--- config.mk ---
export PLATFORM = sky130hd
export DESIGN_NAME = tut_io_top
export DESIGN_NICKNAME = d
export VERILOG_FILES = /design/src/tut_io_pkg.sv /design/src/cabinet_inputs.sv /design/src/color_ladder.sv /design/src/dip_switch_bank.sv /design/src/ps2_key_decoder.sv /design/src/tut_io_top.sv
export SDC_FILE = /design/constraint.sdc
export NUM_CORES = 1
export LEC_CHECK = 0
export BUFFER_PORTS_ARGS = -buffer_cell sky130_fd_sc_hd__buf_2
export CORE_MARGIN = 2
export CORE_UTILIZATION = 40
export CTS_CLUSTER_SIZE = 24
export DETAILED_ROUTE_END_ITERATION = 7
export PLACE_DENSITY = 0.67
export RECOVER_POWER = 50
export SLEW_MARGIN = 30
export SYNTH_ARGS = -nofsm -noshare
export SYNTH_HDL_FRONTEND = slang
export SYNTH_SLANG_ARGS = --single-unit
--- constraint.sdc ---
create_clock -name CLK_49M -period 3.4 [get_ports CLK_49M]
set_clock_uncertainty 0.05 [all_clocks]
set_input_delay 0.85 -clock CLK_49M [delete_from_list [all_inputs] [get_ports CLK_49M]]
set_output_delay 0.85 -clock CLK_49M [all_outputs]
set_load 0.1 [all_outputs]
--- src/tut_io_pkg.sv ---
/*
 * Shared widths, vector types, key codes and bit positions for the cabinet I/O path.
 * Modules take names from here by a wildcard import inside their body.
 */
package tut_io_pkg;

	// ==================================================
	// Widths and vector types
	// ==================================================
	localparam int PS2_KEY_W    = 11;
	localparam int JOY_W        = 16;
	localparam int IOCTL_ADDR_W = 25;
	localparam int COLOR_IN_W   = 5;
	localparam int COLOR_OUT_W  = 8;
	localparam int KB_W         = 11;

	// Bit 10 toggles per event, bit 9 is pressed, bits 7..0 scan code
	typedef logic [PS2_KEY_W-1:0]   ps2_key_t;
	typedef logic [JOY_W-1:0]       joy_t;
	typedef logic [COLOR_IN_W-1:0]  chan_in_t;
	typedef logic [COLOR_OUT_W-1:0] chan_out_t;
	typedef logic [KB_W-1:0]        kb_buttons_t;

	// ==================================================
	// Keyboard button positions and scan codes
	// ==================================================
	localparam int KB_UP      = 0;
	localparam int KB_DOWN    = 1;
	localparam int KB_LEFT    = 2;
	localparam int KB_RIGHT   = 3;
	localparam int KB_FIRE    = 4;
	localparam int KB_COIN1   = 5;
	localparam int KB_COIN2   = 6;
	localparam int KB_START1  = 7;
	localparam int KB_START2  = 8;
	localparam int KB_PAUSE   = 9;
	localparam int KB_SERVICE = 10;

	localparam logic [7:0] KEY_1     = 8'h16;
	localparam logic [7:0] KEY_2     = 8'h1E;
	localparam logic [7:0] KEY_5     = 8'h2E;
	localparam logic [7:0] KEY_6     = 8'h36;
	localparam logic [7:0] KEY_9     = 8'h46;
	localparam logic [7:0] KEY_P     = 8'h4D;
	localparam logic [7:0] KEY_UP    = 8'h75;
	localparam logic [7:0] KEY_DOWN  = 8'h72;
	localparam logic [7:0] KEY_LEFT  = 8'h6B;
	localparam logic [7:0] KEY_RIGHT = 8'h74;
	// Left control key fires
	localparam logic [7:0] KEY_CTRL  = 8'h14;

	// Framework joystick word layout
	localparam int JOY_RIGHT  = 0;
	localparam int JOY_LEFT   = 1;
	localparam int JOY_DOWN   = 2;
	localparam int JOY_UP     = 3;
	localparam int JOY_FIRE_L = 4;
	localparam int JOY_FIRE_R = 5;
	localparam int JOY_FLASH  = 6;
	localparam int JOY_COIN   = 7;
	localparam int JOY_START  = 8;
	localparam int JOY_START2 = 9;
	localparam int JOY_PAUSE  = 10;

	// ==================================================
	// DIP download index and colour ladder
	// ==================================================
	localparam logic [7:0] DIP_INDEX = 8'd254;

	// Resistor ladder weights listed from bit 4 down to bit 0
	// They add up to FFh
	localparam logic [COLOR_IN_W-1:0][COLOR_OUT_W-1:0] COLOR_WEIGHT =
		'{8'h4D, 8'h40, 8'h35, 8'h24, 8'h19};

endpackage

--- src/cabinet_inputs.sv ---
/*
 * Merges keyboard buttons, both joysticks and the DIP bytes into cabinet inputs.
 * All outputs are registered; most controls are active low as the game expects.
 */
module cabinet_inputs (
	input  logic                    CLK_49M,
	input  logic                    rst_n,
	input  tut_io_pkg::kb_buttons_t kb_buttons,
	input  tut_io_pkg::joy_t        joystick_0,
	input  tut_io_pkg::joy_t        joystick_1,
	input  logic [15:0]             dip_bytes,
	output logic [1:0]              coin,
	output logic [1:0]              start_buttons,
	output logic [1:0]              fire_right,
	output logic [1:0]              flash_bomb,
	output logic [3:0]              p1_joystick,
	output logic [3:0]              p2_joystick,
	output logic                    p1_fire,
	output logic                    p2_fire,
	output logic                    service,
	output logic                    pause_button,
	output logic [15:0]             dip_sw
);
	import tut_io_pkg::*;

	// ==================================================
	// Merged controls, active high
	// ==================================================
	// Player 1 takes keyboard and joystick 0
	logic up_1, down_1, left_1, right_1, fire_1;
	// Player 2 is joystick 1 only
	logic up_2, down_2, left_2, right_2, fire_2;
	logic coin_1, coin_2, start_1, start_2, pause_m;

	assign up_1    = kb_buttons[KB_UP]    | joystick_0[JOY_UP];
	assign down_1  = kb_buttons[KB_DOWN]  | joystick_0[JOY_DOWN];
	assign left_1  = kb_buttons[KB_LEFT]  | joystick_0[JOY_LEFT];
	assign right_1 = kb_buttons[KB_RIGHT] | joystick_0[JOY_RIGHT];
	assign fire_1  = kb_buttons[KB_FIRE]  | joystick_0[JOY_FIRE_L];

	assign up_2    = joystick_1[JOY_UP];
	assign down_2  = joystick_1[JOY_DOWN];
	assign left_2  = joystick_1[JOY_LEFT];
	assign right_2 = joystick_1[JOY_RIGHT];
	assign fire_2  = joystick_1[JOY_FIRE_L];

	// Coin 2 has no joystick button
	assign coin_1  = kb_buttons[KB_COIN1]  | joystick_0[JOY_COIN];
	assign coin_2  = kb_buttons[KB_COIN2];
	assign start_1 = kb_buttons[KB_START1] | joystick_0[JOY_START];
	assign start_2 = kb_buttons[KB_START2] | joystick_0[JOY_START2];
	assign pause_m = kb_buttons[KB_PAUSE]  | joystick_0[JOY_PAUSE];

	// ==================================================
	// Output registers with cabinet polarity
	// ==================================================
	always_ff @(posedge CLK_49M or negedge rst_n) begin
		if (!rst_n) begin
			// Idle cabinet: active-low lines high, the rest low
			coin          <= 2'b11;
			start_buttons <= 2'b11;
			p1_joystick   <= 4'hF;
			p2_joystick   <= 4'hF;
			p1_fire       <= 1'b1;
			p2_fire       <= 1'b1;
			service       <= 1'b1;
			fire_right    <= 2'b00;
			flash_bomb    <= 2'b00;
			pause_button  <= 1'b0;
			dip_sw        <= 16'hFFFF;
		end else begin
			coin          <= ~{coin_2, coin_1};
			start_buttons <= ~{start_2, start_1};
			// Right, left, down, up from high bit to low
			p1_joystick   <= ~{right_1, left_1, down_1, up_1};
			p2_joystick   <= ~{right_2, left_2, down_2, up_2};
			p1_fire       <= ~fire_1;
			p2_fire       <= ~fire_2;
			service       <= ~kb_buttons[KB_SERVICE];
			// Player 2 in bit 1
			fire_right    <= {joystick_1[JOY_FIRE_R], joystick_0[JOY_FIRE_R]};
			flash_bomb    <= {joystick_1[JOY_FLASH], joystick_0[JOY_FLASH]};
			pause_button  <= pause_m;
			dip_sw        <= ~dip_bytes;
		end
	end

endmodule

--- src/color_ladder.sv ---
/*
 * Converts the game's 5-bit colour channels to 8-bit levels.
 * Each set bit adds its resistor ladder weight; the packed colour is registered.
 */
module color_ladder (
	input  logic                 CLK_49M,
	input  logic                 rst_n,
	input  tut_io_pkg::chan_in_t video_r,
	input  tut_io_pkg::chan_in_t video_g,
	input  tut_io_pkg::chan_in_t video_b,
	output logic [23:0]          rgb_out
);
	import tut_io_pkg::*;

	chan_out_t level_r;
	chan_out_t level_g;
	chan_out_t level_b;

	// ==================================================
	// Weighted ladder
	// ==================================================
	// Sum of the weights of the set bits; the full sum is FFh, so no carry out
	function automatic chan_out_t ladder(input chan_in_t chan);
		chan_out_t acc;
		acc = '0;
		for (int i = 0; i < COLOR_IN_W; i++) begin
			if (chan[i]) begin
				acc = acc + COLOR_WEIGHT[i];
			end
		end
		return acc;
	endfunction

	assign level_r = ladder(video_r);
	assign level_g = ladder(video_g);
	assign level_b = ladder(video_b);

	// Red in the top byte, blue in the bottom
	always_ff @(posedge CLK_49M or negedge rst_n) begin
		if (!rst_n) begin
			rgb_out <= '0;
		end else begin
			rgb_out <= {level_r, level_g, level_b};
		end
	end

endmodule

--- src/dip_switch_bank.sv ---
/*
 * Holds the two DIP switch bytes loaded through the download channel.
 * Bytes are kept active low, exactly as downloaded.
 */
module dip_switch_bank (
	input  logic                              CLK_49M,
	input  logic                              rst_n,
	input  logic                              ioctl_wr,
	input  logic [7:0]                        ioctl_index,
	input  logic [tut_io_pkg::IOCTL_ADDR_W-1:0] ioctl_addr,
	input  logic [7:0]                        ioctl_dout,
	output logic [15:0]                       dip_bytes
);
	import tut_io_pkg::*;

	logic dip_wr;
	logic byte_sel;

	// Only index 254 writes to address 0 or 1 reach the bank
	assign dip_wr   = ioctl_wr && (ioctl_index == DIP_INDEX) &&
		(ioctl_addr[IOCTL_ADDR_W-1:1] == '0);
	// Address bit 0 picks the byte
	assign byte_sel = ioctl_addr[0];

	always_ff @(posedge CLK_49M or negedge rst_n) begin
		if (!rst_n) begin
			dip_bytes <= '0;
		end else if (dip_wr) begin
			if (byte_sel) begin
				dip_bytes[15:8] <= ioctl_dout;
			end else begin
				dip_bytes[7:0] <= ioctl_dout;
			end
		end
	end

endmodule

--- src/ps2_key_decoder.sv ---
/*
 * Turns framework key-event words into held keyboard button levels.
 * A change of the toggle bit marks a new event; the scan code picks the button.
 */
module ps2_key_decoder (
	input  logic                   CLK_49M,
	input  logic                   rst_n,
	input  tut_io_pkg::ps2_key_t   ps2_key,
	output tut_io_pkg::kb_buttons_t kb_buttons
);
	import tut_io_pkg::*;

	// Fields of the event word
	logic       key_toggle;
	logic       key_pressed;
	logic [7:0] scan_code;
	// Previous toggle bit
	logic       key_toggle_q;
	logic       key_event;

	assign key_toggle  = ps2_key[10];
	assign key_pressed = ps2_key[9];
	assign scan_code   = ps2_key[7:0];

	// Any toggle change is a new event, press or release
	assign key_event = key_toggle ^ key_toggle_q;

	// ==================================================
	// Event capture and button table
	// ==================================================
	always_ff @(posedge CLK_49M or negedge rst_n) begin
		if (!rst_n) begin
			key_toggle_q <= 1'b0;
			kb_buttons   <= '0;
		end else begin
			key_toggle_q <= key_toggle;
			// Button follows the pressed bit on the same edge as the event
			if (key_event) begin
				case (scan_code)
					// Start, coin and service row
					KEY_1:     kb_buttons[KB_START1]  <= key_pressed;
					KEY_2:     kb_buttons[KB_START2]  <= key_pressed;
					KEY_5:     kb_buttons[KB_COIN1]   <= key_pressed;
					KEY_6:     kb_buttons[KB_COIN2]   <= key_pressed;
					KEY_9:     kb_buttons[KB_SERVICE] <= key_pressed;
					KEY_P:     kb_buttons[KB_PAUSE]   <= key_pressed;
					// Cursor keys move player 1
					KEY_UP:    kb_buttons[KB_UP]      <= key_pressed;
					KEY_DOWN:  kb_buttons[KB_DOWN]    <= key_pressed;
					KEY_LEFT:  kb_buttons[KB_LEFT]    <= key_pressed;
					KEY_RIGHT: kb_buttons[KB_RIGHT]   <= key_pressed;
					KEY_CTRL:  kb_buttons[KB_FIRE]    <= key_pressed;
					// Keys outside the table leave every button alone
					default:   kb_buttons             <= kb_buttons;
				endcase
			end
		end
	end

endmodule

--- src/tut_io_top.sv ---
/*
 * Top of the cabinet input and colour output path.
 * Keyboard and DIP bank feed the input merger; the colour ladder sits alongside.
 */
module tut_io_top (
	input  logic                                CLK_49M,
	input  logic                                rst_n,
	input  tut_io_pkg::ps2_key_t                ps2_key,
	input  tut_io_pkg::joy_t                    joystick_0,
	input  tut_io_pkg::joy_t                    joystick_1,
	input  logic                                ioctl_wr,
	input  logic [7:0]                          ioctl_index,
	input  logic [tut_io_pkg::IOCTL_ADDR_W-1:0] ioctl_addr,
	input  logic [7:0]                          ioctl_dout,
	input  tut_io_pkg::chan_in_t                video_r,
	input  tut_io_pkg::chan_in_t                video_g,
	input  tut_io_pkg::chan_in_t                video_b,
	output logic [1:0]                          coin,
	output logic [1:0]                          start_buttons,
	output logic [3:0]                          p1_joystick,
	output logic [3:0]                          p2_joystick,
	output logic                                p1_fire,
	output logic                                p2_fire,
	output logic [1:0]                          fire_right,
	output logic [1:0]                          flash_bomb,
	output logic                                service,
	output logic                                pause_button,
	output logic [15:0]                         dip_sw,
	output logic [23:0]                         rgb_out
);
	import tut_io_pkg::*;

	// Held keys, one bit per button
	kb_buttons_t kb_buttons;
	// Raw DIP bytes, still active low
	logic [15:0] dip_bytes;

	// ==================================================
	// Input path
	// ==================================================
	ps2_key_decoder u_key (
		.CLK_49M    (CLK_49M),
		.rst_n      (rst_n),
		.ps2_key    (ps2_key),
		.kb_buttons (kb_buttons)
	);

	dip_switch_bank u_dip (
		.CLK_49M     (CLK_49M),
		.rst_n       (rst_n),
		.ioctl_wr    (ioctl_wr),
		.ioctl_index (ioctl_index),
		.ioctl_addr  (ioctl_addr),
		.ioctl_dout  (ioctl_dout),
		.dip_bytes   (dip_bytes)
	);

	cabinet_inputs u_cab (
		.CLK_49M       (CLK_49M),
		.rst_n         (rst_n),
		.kb_buttons    (kb_buttons),
		.joystick_0    (joystick_0),
		.joystick_1    (joystick_1),
		.dip_bytes     (dip_bytes),
		.coin          (coin),
		.start_buttons (start_buttons),
		.fire_right    (fire_right),
		.flash_bomb    (flash_bomb),
		.p1_joystick   (p1_joystick),
		.p2_joystick   (p2_joystick),
		.p1_fire       (p1_fire),
		.p2_fire       (p2_fire),
		.service       (service),
		.pause_button  (pause_button),
		.dip_sw        (dip_sw)
	);

	// Colour output
	color_ladder u_color (
		.CLK_49M (CLK_49M),
		.rst_n   (rst_n),
		.video_r (video_r),
		.video_g (video_g),
		.video_b (video_b),
		.rgb_out (rgb_out)
	);

endmodule
; After elaboration in Yosys (flattened, before gate mapping)
; Index checks and enable logic that the tools add are counted.
; Widths: inputs -> output; s select.
[word_totals]
ff_bits = 88
in_bits = 102
elab_cells = 100
[classes]
addsub = 12
n_eq_ne = 12
muxes = 15
n_bitwise = 19
n_reduce_logical = 16
[ops]
columns = cell, count
row1 = $mux 8, 12
row2 = $add 8x7->8 const B, 6
row3 = $eq 8x7->1 const B, 6
row4 = $reduce_and 2->1, 13
row5 = $add 8x6->8 const B, 3
row6 = $eq 8x5->1 const B, 3
row7 = $logic_not 24->1, 1
row8 = $add 5x6->7 const B, 3
row9 = $eq 8x6->1 const B, 2
row10 = $not 16->16, 1
row11 = $mux 5, 3
row12 = $or 1x1->1, 9
row13 = $eq 8x8->1 const B, 1
row14 = $not 4->4, 2
row15 = $not 1->1, 4
row16 = $not 2->2, 2
row17 = $logic_and 1x1->1, 2
row18 = $xor 1x1->1, 1

; Logic depth before layout (Yosys ltp)
; Gate-level depths: netlist (run 1).
[logic_depth]
depth_word = 9
mapped_depth = 9
mapped_depth_nobuf = 8

; Cells and area by module
; Synthesis (run 1) repeated with hierarchy kept, for this count alone.
[unflattened]
cells_unflattened = 333
area_unflattened_um2 = 4082.7
[modules_own_cells]
columns = module, instances, cells_per_inst, area_each_um2
row1 = color_ladder, 1, 168, 1651.6
row2 = cabinet_inputs, 1, 68, 1062.3
row3 = dip_switch_bank, 1, 46, 716.9
row4 = ps2_key_decoder, 1, 51, 651.9

; Worst setup path after synthesis (run 1)
; No wires, ideal clock.
[synth_timing]
path_kind = input -> register
from = input video_r[1]
to = register u_color.rgb_out[23]
setup_ns = 0.123
arrival_ns = 2.410
required_time_ns = 3.227
slack_ns = 0.817
stages = 7
path_cell_list = clkbuf_1 > inv_1 > ha_1 > or3b_2 > o211ai_1 > nand2_1 > xnor2_1
[synth_via]
elab_chain_cells = 7
[synth_lines]
columns = item, line_no
row1 = "start, declared", tut_io_top.sv:15  ; input tut_io_pkg::chan_in_t video_r,
row2 = $mux 8 *, color_ladder.sv:27  ; if (chan[i]) begin
row3 = $add 8x6->8, color_ladder.sv:28  ; acc = acc + COLOR_WEIGHT[i];
row4 = $mux 8 *, color_ladder.sv:27
row5 = $add 8x7->8, color_ladder.sv:28
row6 = $mux 8 *, color_ladder.sv:27
row7 = $add 8x7->8, color_ladder.sv:28
row8 = $mux 8 *, color_ladder.sv:27
row9 = named net u_color.level_r[7], color_ladder.sv:15  ; chan_out_t level_r;
row10 = "end signal, assigned", color_ladder.sv:43  ; rgb_out <= {level_r, level_g, level_b};
row11 = "end, declared", color_ladder.sv:11  ; output logic [23:0] rgb_out
; The timed path passes the listed nets; every way through them passes the cells marked *.
; A chain may end at the register's enable or synchronous reset.

; Worst setup path in the final report (run 1)
[layout_timing]
from = input video_g[2]
to = register u_color.rgb_out[14]
[layout_via]
elab_chain_cells = 5
[layout_lines]
columns = item, line_no
row1 = "start, declared", tut_io_top.sv:16  ; input tut_io_pkg::chan_in_t video_g,
row2 = $mux 8 *, color_ladder.sv:27
row3 = $add 8x7->8, color_ladder.sv:28
row4 = $mux 8 *, color_ladder.sv:27
row5 = $add 8x7->8, color_ladder.sv:28
row6 = $mux 8 *, color_ladder.sv:27
row7 = named net u_color.level_g[6], color_ladder.sv:16  ; chan_out_t level_g;
; Marked as above.

==> results.sh, run 1 <==
export IMPL_post_cts_buffers=0
export IMPL_synth_seq_cells=88
export IMPL_wl_met2_um=4004
export IMPL_power_mw=2.675
export IMPL_multi_input_area_mm2=0.001499
export IMPL_diodes=0
export IMPL_ctsHoldBuffers=0
export IMPL_grt_pass1_wl_um=13070
export IMPL_cp_max_fo=13
export IMPL_routed_top_layer="met4"
export IMPL_cts_tree="yes"
export IMPL_cts_buffer_depth=2
export IMPL_drcViolationCount=0
export IMPL_leakagePower_nw=2.411
export IMPL_cts_inserted_buffers=9
export IMPL_hold_violations=0
export IMPL_clkTransAtPathRegs_ps=90
export IMPL_critPathLaunchType="primary input"
export IMPL_slew_viol_final=0
export IMPL_synth_edf_count=0
export IMPL_critPathKind="primary input to register"
export IMPL_die_h_um=102.9
export IMPL_rsz0062_at_grt="no"
export IMPL_dpl_cell_count=594
export IMPL_r2r_slack_ps=1430
export IMPL_endpoint_kind="register"
export IMPL_cp_buffers_inverters=2
export IMPL_fillerInstances=886
export IMPL_max_vdd_ir_drop_v=0.0002490
export IMPL_core_area_mm2=0.009639
export IMPL_setup_violations=0
export IMPL_drtPass1Iterations=4
export IMPL_dp_hpwl_um=6163
export IMPL_cpMaxStageDelayCell="o311ai_0"
export IMPL_crit_family="buffers and inverters"
export IMPL_hold_path_class="register to register"
export IMPL_power_density_mw_per_mm2=533.3
export IMPL_synth_fp_nets=441
export IMPL_vias_per_cell=4.644
export IMPL_syn_area_per_cell_um2=12.15
export IMPL_outcome="finished, final reports clean"
export IMPL_cts_resized=0
export IMPL_required_ps=3620
export IMPL_fin_crit_ps=2362
export IMPL_grt_max_degree=46
export IMPL_grt_overflow=0
export IMPL_dieArea_mm2=0.01059
export IMPL_drv_cap=0
export IMPL_m1WireLength_um=3430
export IMPL_place_gp_congestion=0.8383
export IMPL_ant_nets=0
export IMPL_routed_wl_met3_um=416
export IMPL_h_tree_depth=3
export IMPL_clkLatencyLatePin_ps=350
export IMPL_antenna_found_initial=0
export IMPL_start_util_pct=40.60
export IMPL_synth_area_mm2=0.003914
export IMPL_io_pins=162
export IMPL_worst_hold_slack_ps=324.2
export IMPL_yosysSeqAreaShare_pct=57.26
export IMPL_synth_distinct_cells=48
export IMPL_cp_cell_sequence="clkbuf_1 > inv_1 > ha_1 > a21boi_0 > o311ai_0 > xnor2_1"
export IMPL_cp_data_arrival_time_ps=2590
export IMPL_regArea_mm2=0.002241
export IMPL_fin_tns_setup_ps=0
export IMPL_grt_pass1_vias=2767
export IMPL_synthCells=322
export IMPL_utilization_pct=52.04
export IMPL_asyncSetResetFlopFracSynth_pct=100.0
export IMPL_area_growth_pct=28.16
export IMPL_totalWireLength_um=8070
export IMPL_wire_per_inst_um=13.23
export IMPL_final_cells=610
export IMPL_nNetsFinal=591
export IMPL_synthFlopType="dfrtp_1"
export IMPL_drt_initial_drc_count=51
export IMPL_port_buffer_count=146
export IMPL_post_route_period_util_pct=69.47
export IMPL_worst_slew_pin_slew_ps=1236
export IMPL_row_count=36
export IMPL_cpPeakStageDelay_ps=430
export IMPL_relSlewSlack_pct=17.62
export IMPL_vias=2833
export IMPL_cts_sinks=88
export IMPL_die_x_um=102.9
export IMPL_cts_root_buf="clkbuf_8"
export IMPL_drive_gt1_share_pct=46.33
export IMPL_max_freq_mhz=423.4
export IMPL_track_usage_pct=15.90
export IMPL_ys_warn_count=0
## routing by layer
| metal | vias up | global-route usage (%) |
|---|---|---|
| met2 | 70 | 25.72 |
| met3 | 17 | 3.932 |
| met1 | 1357 | 19.83 |
| met4 | 0 | 8.097 |
| met5 | - | 0 |
| li1 | 1389 | - |
## worst paths after layout
kind | start | end | depth (start not counted)
worst max-delay path | video_g[2] | u_color.rgb_out[14] | 6
worst min-delay path | u_dip.dip_bytes[10] | u_cab.dip_sw[10] | 1
worst max register to register | u_key.key_toggle_q | u_key.kb_buttons[0] | 4
worst min register to register | u_dip.dip_bytes[10] | u_cab.dip_sw[10] | 1
max in group asynchronous | rst_n | u_color.rgb_out[3] | 2
min in group asynchronous | rst_n | u_cab.flash_bomb[0] | 1
## cell type report
cell class                 instances  area share, %
tap                              133          3.318
timing repair buffer             148          14.62
clock inverter                     5          1.721
inverter                          37          2.769
multi-input combinational        188          29.88
clock buffer                      11          3.018
sequential                        88          44.67
## per-stage QoR
| stage | worst slack [ps] | area, um2 |
|---|---|---|
| 6_report | 1038 | 5016 |
| 5_1_grt | 907.7 | 5016 |
| 4_1_cts | 1093 | 5031 |
| 3_5_place_dp | 725.9 | 4793 |
| 3_3_place_gp | 733.1 | 4793 |
| 2_1_floorplan | 817.0 | 3914 |
## synthesized netlist by cell type (2+ instances only)
library cell  count  share of area [%]
dfrtp_1          57                 36
inv_1            37                3.5
dfstp_2          31                 21
mux2_2           25                7.2
nor2_1           21                2.0
ha_1             17                5.4
xnor2_1          15                3.4
nand2_1          14                1.3
a21oi_1          10                1.3
xor2_1            9                2.0
clkbuf_1          8               0.77
nand3b_1          6                1.2
nor4_1            6               0.96
nand2b_1          5               0.80
nand4_1           5               0.80
o21ai_0           5               0.64
mux2i_1           3               0.77
nand3_1           3               0.38
nor3_1            3               0.38
a211oi_1          2               0.38
a21bo_2           2               0.51
a21boi_0          2               0.38
and3_1            2               0.32
and3b_1           2               0.45
mux2_1            2               0.58
nand4b_1          2               0.45
nor2b_1           2               0.32
nor3b_1           2               0.38
nor4_4            2                1.1
nor4bb_1          2               0.51
or2_2             2               0.32
or4_1             2               0.38
## registers in the layout, indices dropped and copies added (netlist names), 4 cells and up
| signal | count |
|---|---|
| u_key.kb_buttons | 11 |
| u_cab.p1_joystick | 4 |
| u_cab.p2_joystick | 4 |
| u_cab.dip_sw | 16 |
| u_color.rgb_out | 24 |
| u_dip.dip_bytes | 16 |
## cells in the final DEF, fill, tap and decap left out, types with 5 or more instances in the layout
| cell | netlist | layout |
|---|---|---|
| buf_2 | 1 | 139 |
| dfrtp_1 | 57 | 57 |
| inv_1 | 37 | 37 |
| dfstp_2 | 31 | 31 |
| mux2_2 | 25 | 25 |
| nor2_1 | 21 | 21 |
| ha_1 | 17 | 17 |
| xnor2_1 | 15 | 15 |
| nand2_1 | 14 | 14 |
| clkbuf_8 | 0 | 11 |
| a21oi_1 | 10 | 10 |
| xor2_1 | 9 | 9 |
| clkbuf_1 | 8 | 8 |
| nand3b_1 | 6 | 6 |
| nor4_1 | 6 | 6 |
| nand2b_1 | 5 | 5 |
| o21ai_0 | 5 | 5 |
| nand4_1 | 5 | 5 |
## power breakdown
part           switching (mW)  internal (mW)  total (mW)
Clock                   0.377          0.461       0.838
Combinational           0.562          0.145       0.707
Sequential             0.0161           1.11        1.13
## logic make-up (layout without fill, tap and decap cells)
group / after synthesis / after routing / synth area share [%]
compound gates: 31 / 31 / 5.435
xor+xnor: 24 / 24 / 5.371
fa+ha+maj: 17 / 17 / 5.435
buf+inv: 46 / 201 / 4.444
flops: 88 / 88 / 57.26
mux: 31 / 31 / 9.111
simple gates: 85 / 85 / 12.95
Power figures use the tool's default switching activity.
==> run 2: changes to the inputs <==
Settings changed: ABC_AREA set to 1, PLACE_DENSITY 0.67 to 0.7.
Clock period 3.4 ns to 2.02 ns, I/O delays scaled along.
==> run 2 against run 1 <==
  * Wire length grew 3.1%
  * Setup slack worse by 870 ps
  * First-iteration DRC count up 47%
  * Design area increased by 0.27%
  * Power is 57% higher
  * Critical path depth decreased by 5
  * Flip-flop and latch count unchanged
==> results.sh, run 2 <==
export IMPL_slew_viol_final=0
export IMPL_drive_gt1_share_pct=35.71
export IMPL_synth_seq_cells=88
export IMPL_synth_distinct_cells=30
export IMPL_yosys_area_top_type="dfrtp_1"
export IMPL_drv_cap=0
export IMPL_die_x_um=103.4
export IMPL_ctsHoldBuffers=0
export IMPL_grt_use_met3_pct=5.040
export IMPL_drt_initial_drc_count=75
export IMPL_grt_use_met1_pct=20.80
export IMPL_power_mw=4.187
export IMPL_synthFlopType="dfrtp_1"
export IMPL_synthCells=428
export IMPL_dieArea_mm2=0.01070
export IMPL_place_area_mm2=0.004855
export IMPL_synth_area_mm2=0.003954
export IMPL_max_freq_mhz=539.4
export IMPL_cpMaxStageDelayCell="dfstp_2"
export IMPL_r2r_start="u_key.key_toggle_q"
export IMPL_biggestRegsByFlops="u_color.rgb_out: 24 flops, u_cab.dip_sw: 16 flops, u_dip.dip_bytes: 16 flops"
export IMPL_crit_family="flip-flops"
export IMPL_diodes=0
export IMPL_reg2reg_depth=5
export IMPL_r2r_end="u_key.kb_buttons[6]"
export IMPL_cts_resized=0
export IMPL_vias_per_cell=4.462
export IMPL_vias=3217
export IMPL_die_h_um=103.4
export IMPL_fin_crit_ps=1854
export IMPL_yosysMostFrequentCell="nand2_1"
export IMPL_post_cts_buffers=0
export IMPL_dpl_cell_count=705
export IMPL_io_pins=162
export IMPL_antenna_found_initial=0
export IMPL_place_gp_congestion=0.8445
export IMPL_hp_start="joystick_0[2]"
export IMPL_grt_overflow=0
export IMPL_grt_pass1_vias=3166
export IMPL_power_density_mw_per_mm2=832.4
export IMPL_synth_edf_count=0
export IMPL_cp_cell_sequence="buf_2"
export IMPL_required_ps=1460
export IMPL_grt_busiest_layer="met2"
export IMPL_final_cells=721
export IMPL_outcome="finished, final reports clean"
export IMPL_syn_area_per_cell_um2=9.238
export IMPL_nNetsFinal=702
export IMPL_design_area_mm2=0.005030
export IMPL_cpPeakStageDelay_ps=540
export IMPL_dp_hpwl_um=6327
export IMPL_port_buffer_count=146
export IMPL_r2r_slack_ps=660
export IMPL_synth_top_area_share_pct=36.08
export IMPL_clkLatencyLatePin_ps=340
export IMPL_asyncSetResetFlopFracSynth_pct=100.0
export IMPL_area_growth_pct=27.22
export IMPL_worstHoldEndpoint="u_cab.p1_joystick[1]"
export IMPL_cp_buffers_inverters=1
export IMPL_yosys_top_cells_count="nand2_1 (118), dfrtp_1 (57), inv_1 (54)"
export IMPL_rsz0062_at_grt="no"
export IMPL_cts_root_buf="clkbuf_8"
export IMPL_cts_inserted_buffers=9
export IMPL_critPathLaunchType="register"
export IMPL_ys_top_cells_by_area="dfrtp_1 (36%), dfstp_2 (21%), nand2_1 (11%)"
export IMPL_yosysSeqAreaShare_pct=56.68
export IMPL_hold_path_class="primary input to register"
export IMPL_largest_register="u_color.rgb_out"
export IMPL_core_area_mm2=0.009684
export IMPL_ant_nets=0
export IMPL_whs_path_depth=2
export IMPL_cts_tree="yes"
export IMPL_h_tree_depth=3
export IMPL_worst_slew_pin_slew_ps=1158
export IMPL_hold_violations=0
export IMPL_cts_sinks=88
export IMPL_wire_per_inst_um=11.54
export IMPL_grt_max_degree=89
export IMPL_totalWireLength_um=8317
export IMPL_use_met2_pct=27.94
export IMPL_fin_tns_setup_ps=0
export IMPL_relSlewSlack_pct=22.81
export IMPL_grt_pass1_wl_um=14250
export IMPL_row_count=36
export IMPL_drcViolationCount=0
export IMPL_max_vdd_ir_drop_v=0.0004901
export IMPL_setup_violations=0
export IMPL_critPathKind="register to primary output"
export IMPL_leakagePower_nw=2.614
export IMPL_layout_common_cells="buf_2 (144), nand2_1 (118), dfrtp_1 (57)"
export IMPL_synth_fp_nets=547
export IMPL_start_util_pct=40.83
export IMPL_endpoint_kind="primary output"
export IMPL_final_common_cell="buf_2"
export IMPL_track_usage_pct=16.75
export IMPL_cp_data_arrival_time_ps=1300
export IMPL_clkTransAtPathRegs_ps=100
export IMPL_largest_reg_flops=24
export IMPL_fillerInstances=872
export IMPL_drtPass1Iterations=4
export IMPL_cts_buffer_depth=2
export IMPL_ys_warn_count=0
export IMPL_cp_max_fo=1
export IMPL_post_route_period_util_pct=91.77
## run 2: final cells by class
type | count | area [um2] | area share [%]
Multi-Input combinational cell | 277 | 1458 | 28.98
Timing Repair Buffer | 150 | 762.0 | 15.15
Tap cell | 133 | 166.4 | 3.308
Inverter | 57 | 214.0 | 4.254
Clock buffer | 10 | 137.6 | 2.736
Clock inverter | 6 | 51.30 | 1.020
Sequential cell | 88 | 2241 | 44.55
## run 2: worst register-to-register path, stage by stage (launching register included)
cell and delay (ps):
dfrtp_1 380, xnor2_1 160, nor3_1 350, nand2_1 140, nor2_1 110, a21oi_1 50
## run 2: per-stage QoR
step	setup slack [ps]	util, %	hold slack [ps]
floorplan	393.1	-	159.4
global route	104.6	51.94	175.9
CTS	142.5	52.08	141.7
detailed placement	89.45	50.13	312.8
global placement	134.2	50.13	306.7
finish	166.2	51.94	209.9
## run 2: cell families (layout without fill, tap and decap cells)
group | after synthesis | in the layout | synth area share [%]
flip-flops | 88 | 88 | 56.68
adder cells (fa/ha/maj) | 17 | 17 | 5.380
AND/OR/NAND/NOR | 218 | 218 | 24.68
XOR/XNOR | 12 | 12 | 2.848
buffers and inverters | 63 | 223 | 6.455
AO/OA/AOI/OAI | 30 | 30 | 3.956
## run 2: layer usage
metal	wire (um)	part of all wire [%]	vias to the layer above
met5	0	0	-
met4	119	1.4	0
met3	531	6.4	8
met2	4067	49	100
met1	3599	43	1449
li1	-	-	1660
## run 2: where the power goes
group          switching [mW]  internal [mW]
clock                   0.629          0.496
sequential             0.0271           1.87
combinational           0.940          0.223
total                    1.60           2.59
## run 2: worst max-delay path by stage
stage                               from             endpoint  slack, ps  cells past startpoint
floorplan                     video_g[1]  u_color.rgb_out[15]        390                     10
global placement              video_g[2]  u_color.rgb_out[14]        130                     10
detailed placement            video_g[2]  u_color.rgb_out[14]         90                     10
CTS                 u_cab.p2_joystick[3]       p2_joystick[3]        140                      1
global route               u_cab.coin[0]              coin[0]        100                      1
finish              u_cab.p2_joystick[3]       p2_joystick[3]        170                      1
==> run 3: changes to the inputs <==
Settings changed: PLACE_DENSITY 0.7 to 0.69, SYNTH_HIERARCHICAL set to 1.
==> run 3 against run 2 <==
  * Sequential share of layout area down 1.2 points
  * Global-route usage down 1.4 points
  * Core utilization down 1.2 points
  * Flip-flop and latch count unchanged
  * Highest routed layer unchanged
  * Clock-buffer cell count unchanged
  * Fmax up 0.26%
  * Largest power group unchanged
  * Combinational power about the same
  * Critical path depth unchanged
  * Hold slack better by 1.4 ps
  * Power down 0.62%
  * Synthesized cell count up 8.2%
  * Die area up 4.6%
==> results.sh, run 3 <==
export IMPL_leakagePower_nw=2.707
export IMPL_post_cts_buffers=0
export IMPL_wire_per_inst_um=11.13
export IMPL_ys_top_cells_by_area="dfrtp_1 (34%), dfstp_2 (20%), nand2_1 (13%)"
export IMPL_worst_hold_slack_ps=211.2
export IMPL_dp_hpwl_um=6439
export IMPL_cts_inserted_buffers=9
export IMPL_max_freq_mhz=540.8
export IMPL_grt_pass1_vias=3266
export IMPL_power_density_mw_per_mm2=804.5
export IMPL_hold_path_class="primary input to register"
export IMPL_drt_initial_drc_count=131
export IMPL_yosysSeqAreaShare_pct=54.09
export IMPL_synth_fp_nets=583
export IMPL_die_x_um=105.8
export IMPL_cp_buffers_inverters=1
export IMPL_io_pins=162
export IMPL_yosysMostFrequentCell="nand2_1"
export IMPL_cp_cell_sequence="buf_2"
export IMPL_core_area_mm2=0.01018
export IMPL_h_tree_depth=3
export IMPL_ctsHoldBuffers=0
export IMPL_final_common_cell="buf_2"
export IMPL_critPathKind="register to primary output"
export IMPL_pre_cts_slack_ps=178.6
export IMPL_synth_edf_count=0
export IMPL_port_buffer_count=146
export IMPL_die_h_um=105.8
export IMPL_cp_max_fo=1
export IMPL_biggestRegsByFlops="u_color/rgb_out: 24 flops, u_cab/dip_sw: 16 flops, u_dip/dip_bytes: 16 flops"
export IMPL_grt_pass1_wl_um=13940
export IMPL_drv_cap=0
export IMPL_cts_resized=0
export IMPL_slew_viol_final=0
export IMPL_clkTransAtPathRegs_ps=90
export IMPL_cpMaxStageDelayCell="dfstp_2"
export IMPL_r2r_start="u_key/key_toggle_q"
export IMPL_ys_warn_count=6
export IMPL_critPathLaunchType="register"
export IMPL_drtPass1Iterations=4
export IMPL_rsz0062_at_grt="no"
export IMPL_layout_common_cells="buf_2 (144), nand2_1 (142), dfrtp_1 (57)"
export IMPL_area_growth_pct=24.86
export IMPL_fin_tns_setup_ps=0
export IMPL_worstHoldEndpoint="u_cab/p2_joystick[0]"
export IMPL_vias=3425
export IMPL_max_vdd_ir_drop_v=0.0004121
export IMPL_place_gp_congestion=0.8558
export IMPL_cpPeakStageDelay_ps=530
export IMPL_fin_crit_ps=1849
export IMPL_synth_distinct_cells=25
export IMPL_endpoint_kind="primary output"
export IMPL_asyncSetResetFlopFracSynth_pct=100.0
export IMPL_synth_seq_cells=88
export IMPL_synthCells=463
export IMPL_synth_top_area_share_pct=34.43
export IMPL_worst_slack_ps=171.0
export IMPL_worst_slew_pin_slew_ps=1155
export IMPL_cts_buffer_depth=2
export IMPL_nNetsFinal=734
export IMPL_relSlewSlack_pct=23.00
export IMPL_hold_violations=0
export IMPL_cts_sinks=88
export IMPL_power_mw=4.161
export IMPL_totalWireLength_um=8401
export IMPL_yosys_area_top_type="dfrtp_1"
export IMPL_r2r_end="u_key/kb_buttons[1]"
export IMPL_vias_per_cell=4.536
export IMPL_cts_tree="yes"
export IMPL_dieArea_mm2=0.01119
export IMPL_track_usage_pct=15.36
export IMPL_cts_root_buf="clkbuf_8"
export IMPL_setup_violations=0
export IMPL_ant_nets=0
export IMPL_whs_path_depth=2
export IMPL_antenna_found_initial=0
export IMPL_crit_family="flip-flops"
export IMPL_post_route_period_util_pct=91.54
export IMPL_outcome="finished, final reports clean"
export IMPL_largest_reg_flops=24
export IMPL_grt_overflow=0
export IMPL_hp_start="joystick_1[3]"
export IMPL_row_count=37
export IMPL_synth_area_mm2=0.004143
export IMPL_cp_data_arrival_time_ps=1290
export IMPL_synthFlopType="dfrtp_1"
export IMPL_r2r_slack_ps=810
export IMPL_largest_register="u_color/rgb_out"
export IMPL_start_util_pct=40.68
export IMPL_syn_area_per_cell_um2=8.948
export IMPL_diodes=0
export IMPL_yosys_top_cells_count="nand2_1 (142), dfrtp_1 (57), inv_1 (51)"
export IMPL_reg2reg_depth=6
export IMPL_drive_gt1_share_pct=36.83
export IMPL_required_ps=1460
export IMPL_clkLatencyLatePin_ps=330
export IMPL_grt_max_degree=89
export IMPL_drcViolationCount=0
-- run 3: cell families (layout without fill, tap and decap cells) --
group | Yosys count | count (layout) | share of synthesized area [%]
AOI/OAI and AO/OA | 17 | 17 | 2.054
xor gates and xnor gates | 10 | 10 | 2.114
adders and majority gates | 18 | 18 | 5.437
buffers and inverters | 65 | 221 | 6.916
DFF | 88 | 88 | 54.09
and+or+nand+nor | 265 | 265 | 29.39
-- run 3: final cells by class --
cell class	instances	area, um2
fillers	994	5012
flip-flops and latches	88	2241
multi-input cells	310	1615
repair buffers	149	754.5
inverters	56	210.2
well taps	136	170.2
clock buffers	10	137.6
clock inverters	6	43.79
-- run 3: power by group --
group	switching [mW]	internal [mW]
combinational	0.951	0.225
clock	0.605	0.485
sequential	0.0261	1.87
-- run 3: worst max path at each step --
stage | slack (ps) | cells past startpoint | start | to
after global routing | 100 | 1 | u_cab/dip_sw[13] | dip_sw[13]
after global placement | 240 | 11 | video_b[0] | u_color/rgb_out[6]
after floorplan | 470 | 9 | video_r[1] | u_color/rgb_out[20]
after detailed placement | 180 | 11 | video_b[0] | u_color/rgb_out[6]
after CTS | 130 | 1 | u_cab/dip_sw[13] | dip_sw[13]
final | 170 | 1 | u_cab/dip_sw[13] | dip_sw[13]
-- run 3: routing by layer --
layer / vias to the layer above / part of all wire (%) / track usage, %
li1: 1757 / - / -
met1: 1568 / 42 / 17.23
met2: 88 / 50 / 27.05
met3: 12 / 6.0 / 4.453
met4: 0 / 1.8 / 6.767
met5: - / 0 / 0
-- run 3: through the flow --
stage / instances / area, um2 / util (%)
floorplan: 463 / 4143 / -
global placement: 739 / 5005 / 49.14
detailed placement: 739 / 5005 / 49.14
CTS: 755 / 5186 / 50.92
global route: 755 / 5172 / 50.79
finish: 755 / 5172 / 50.79
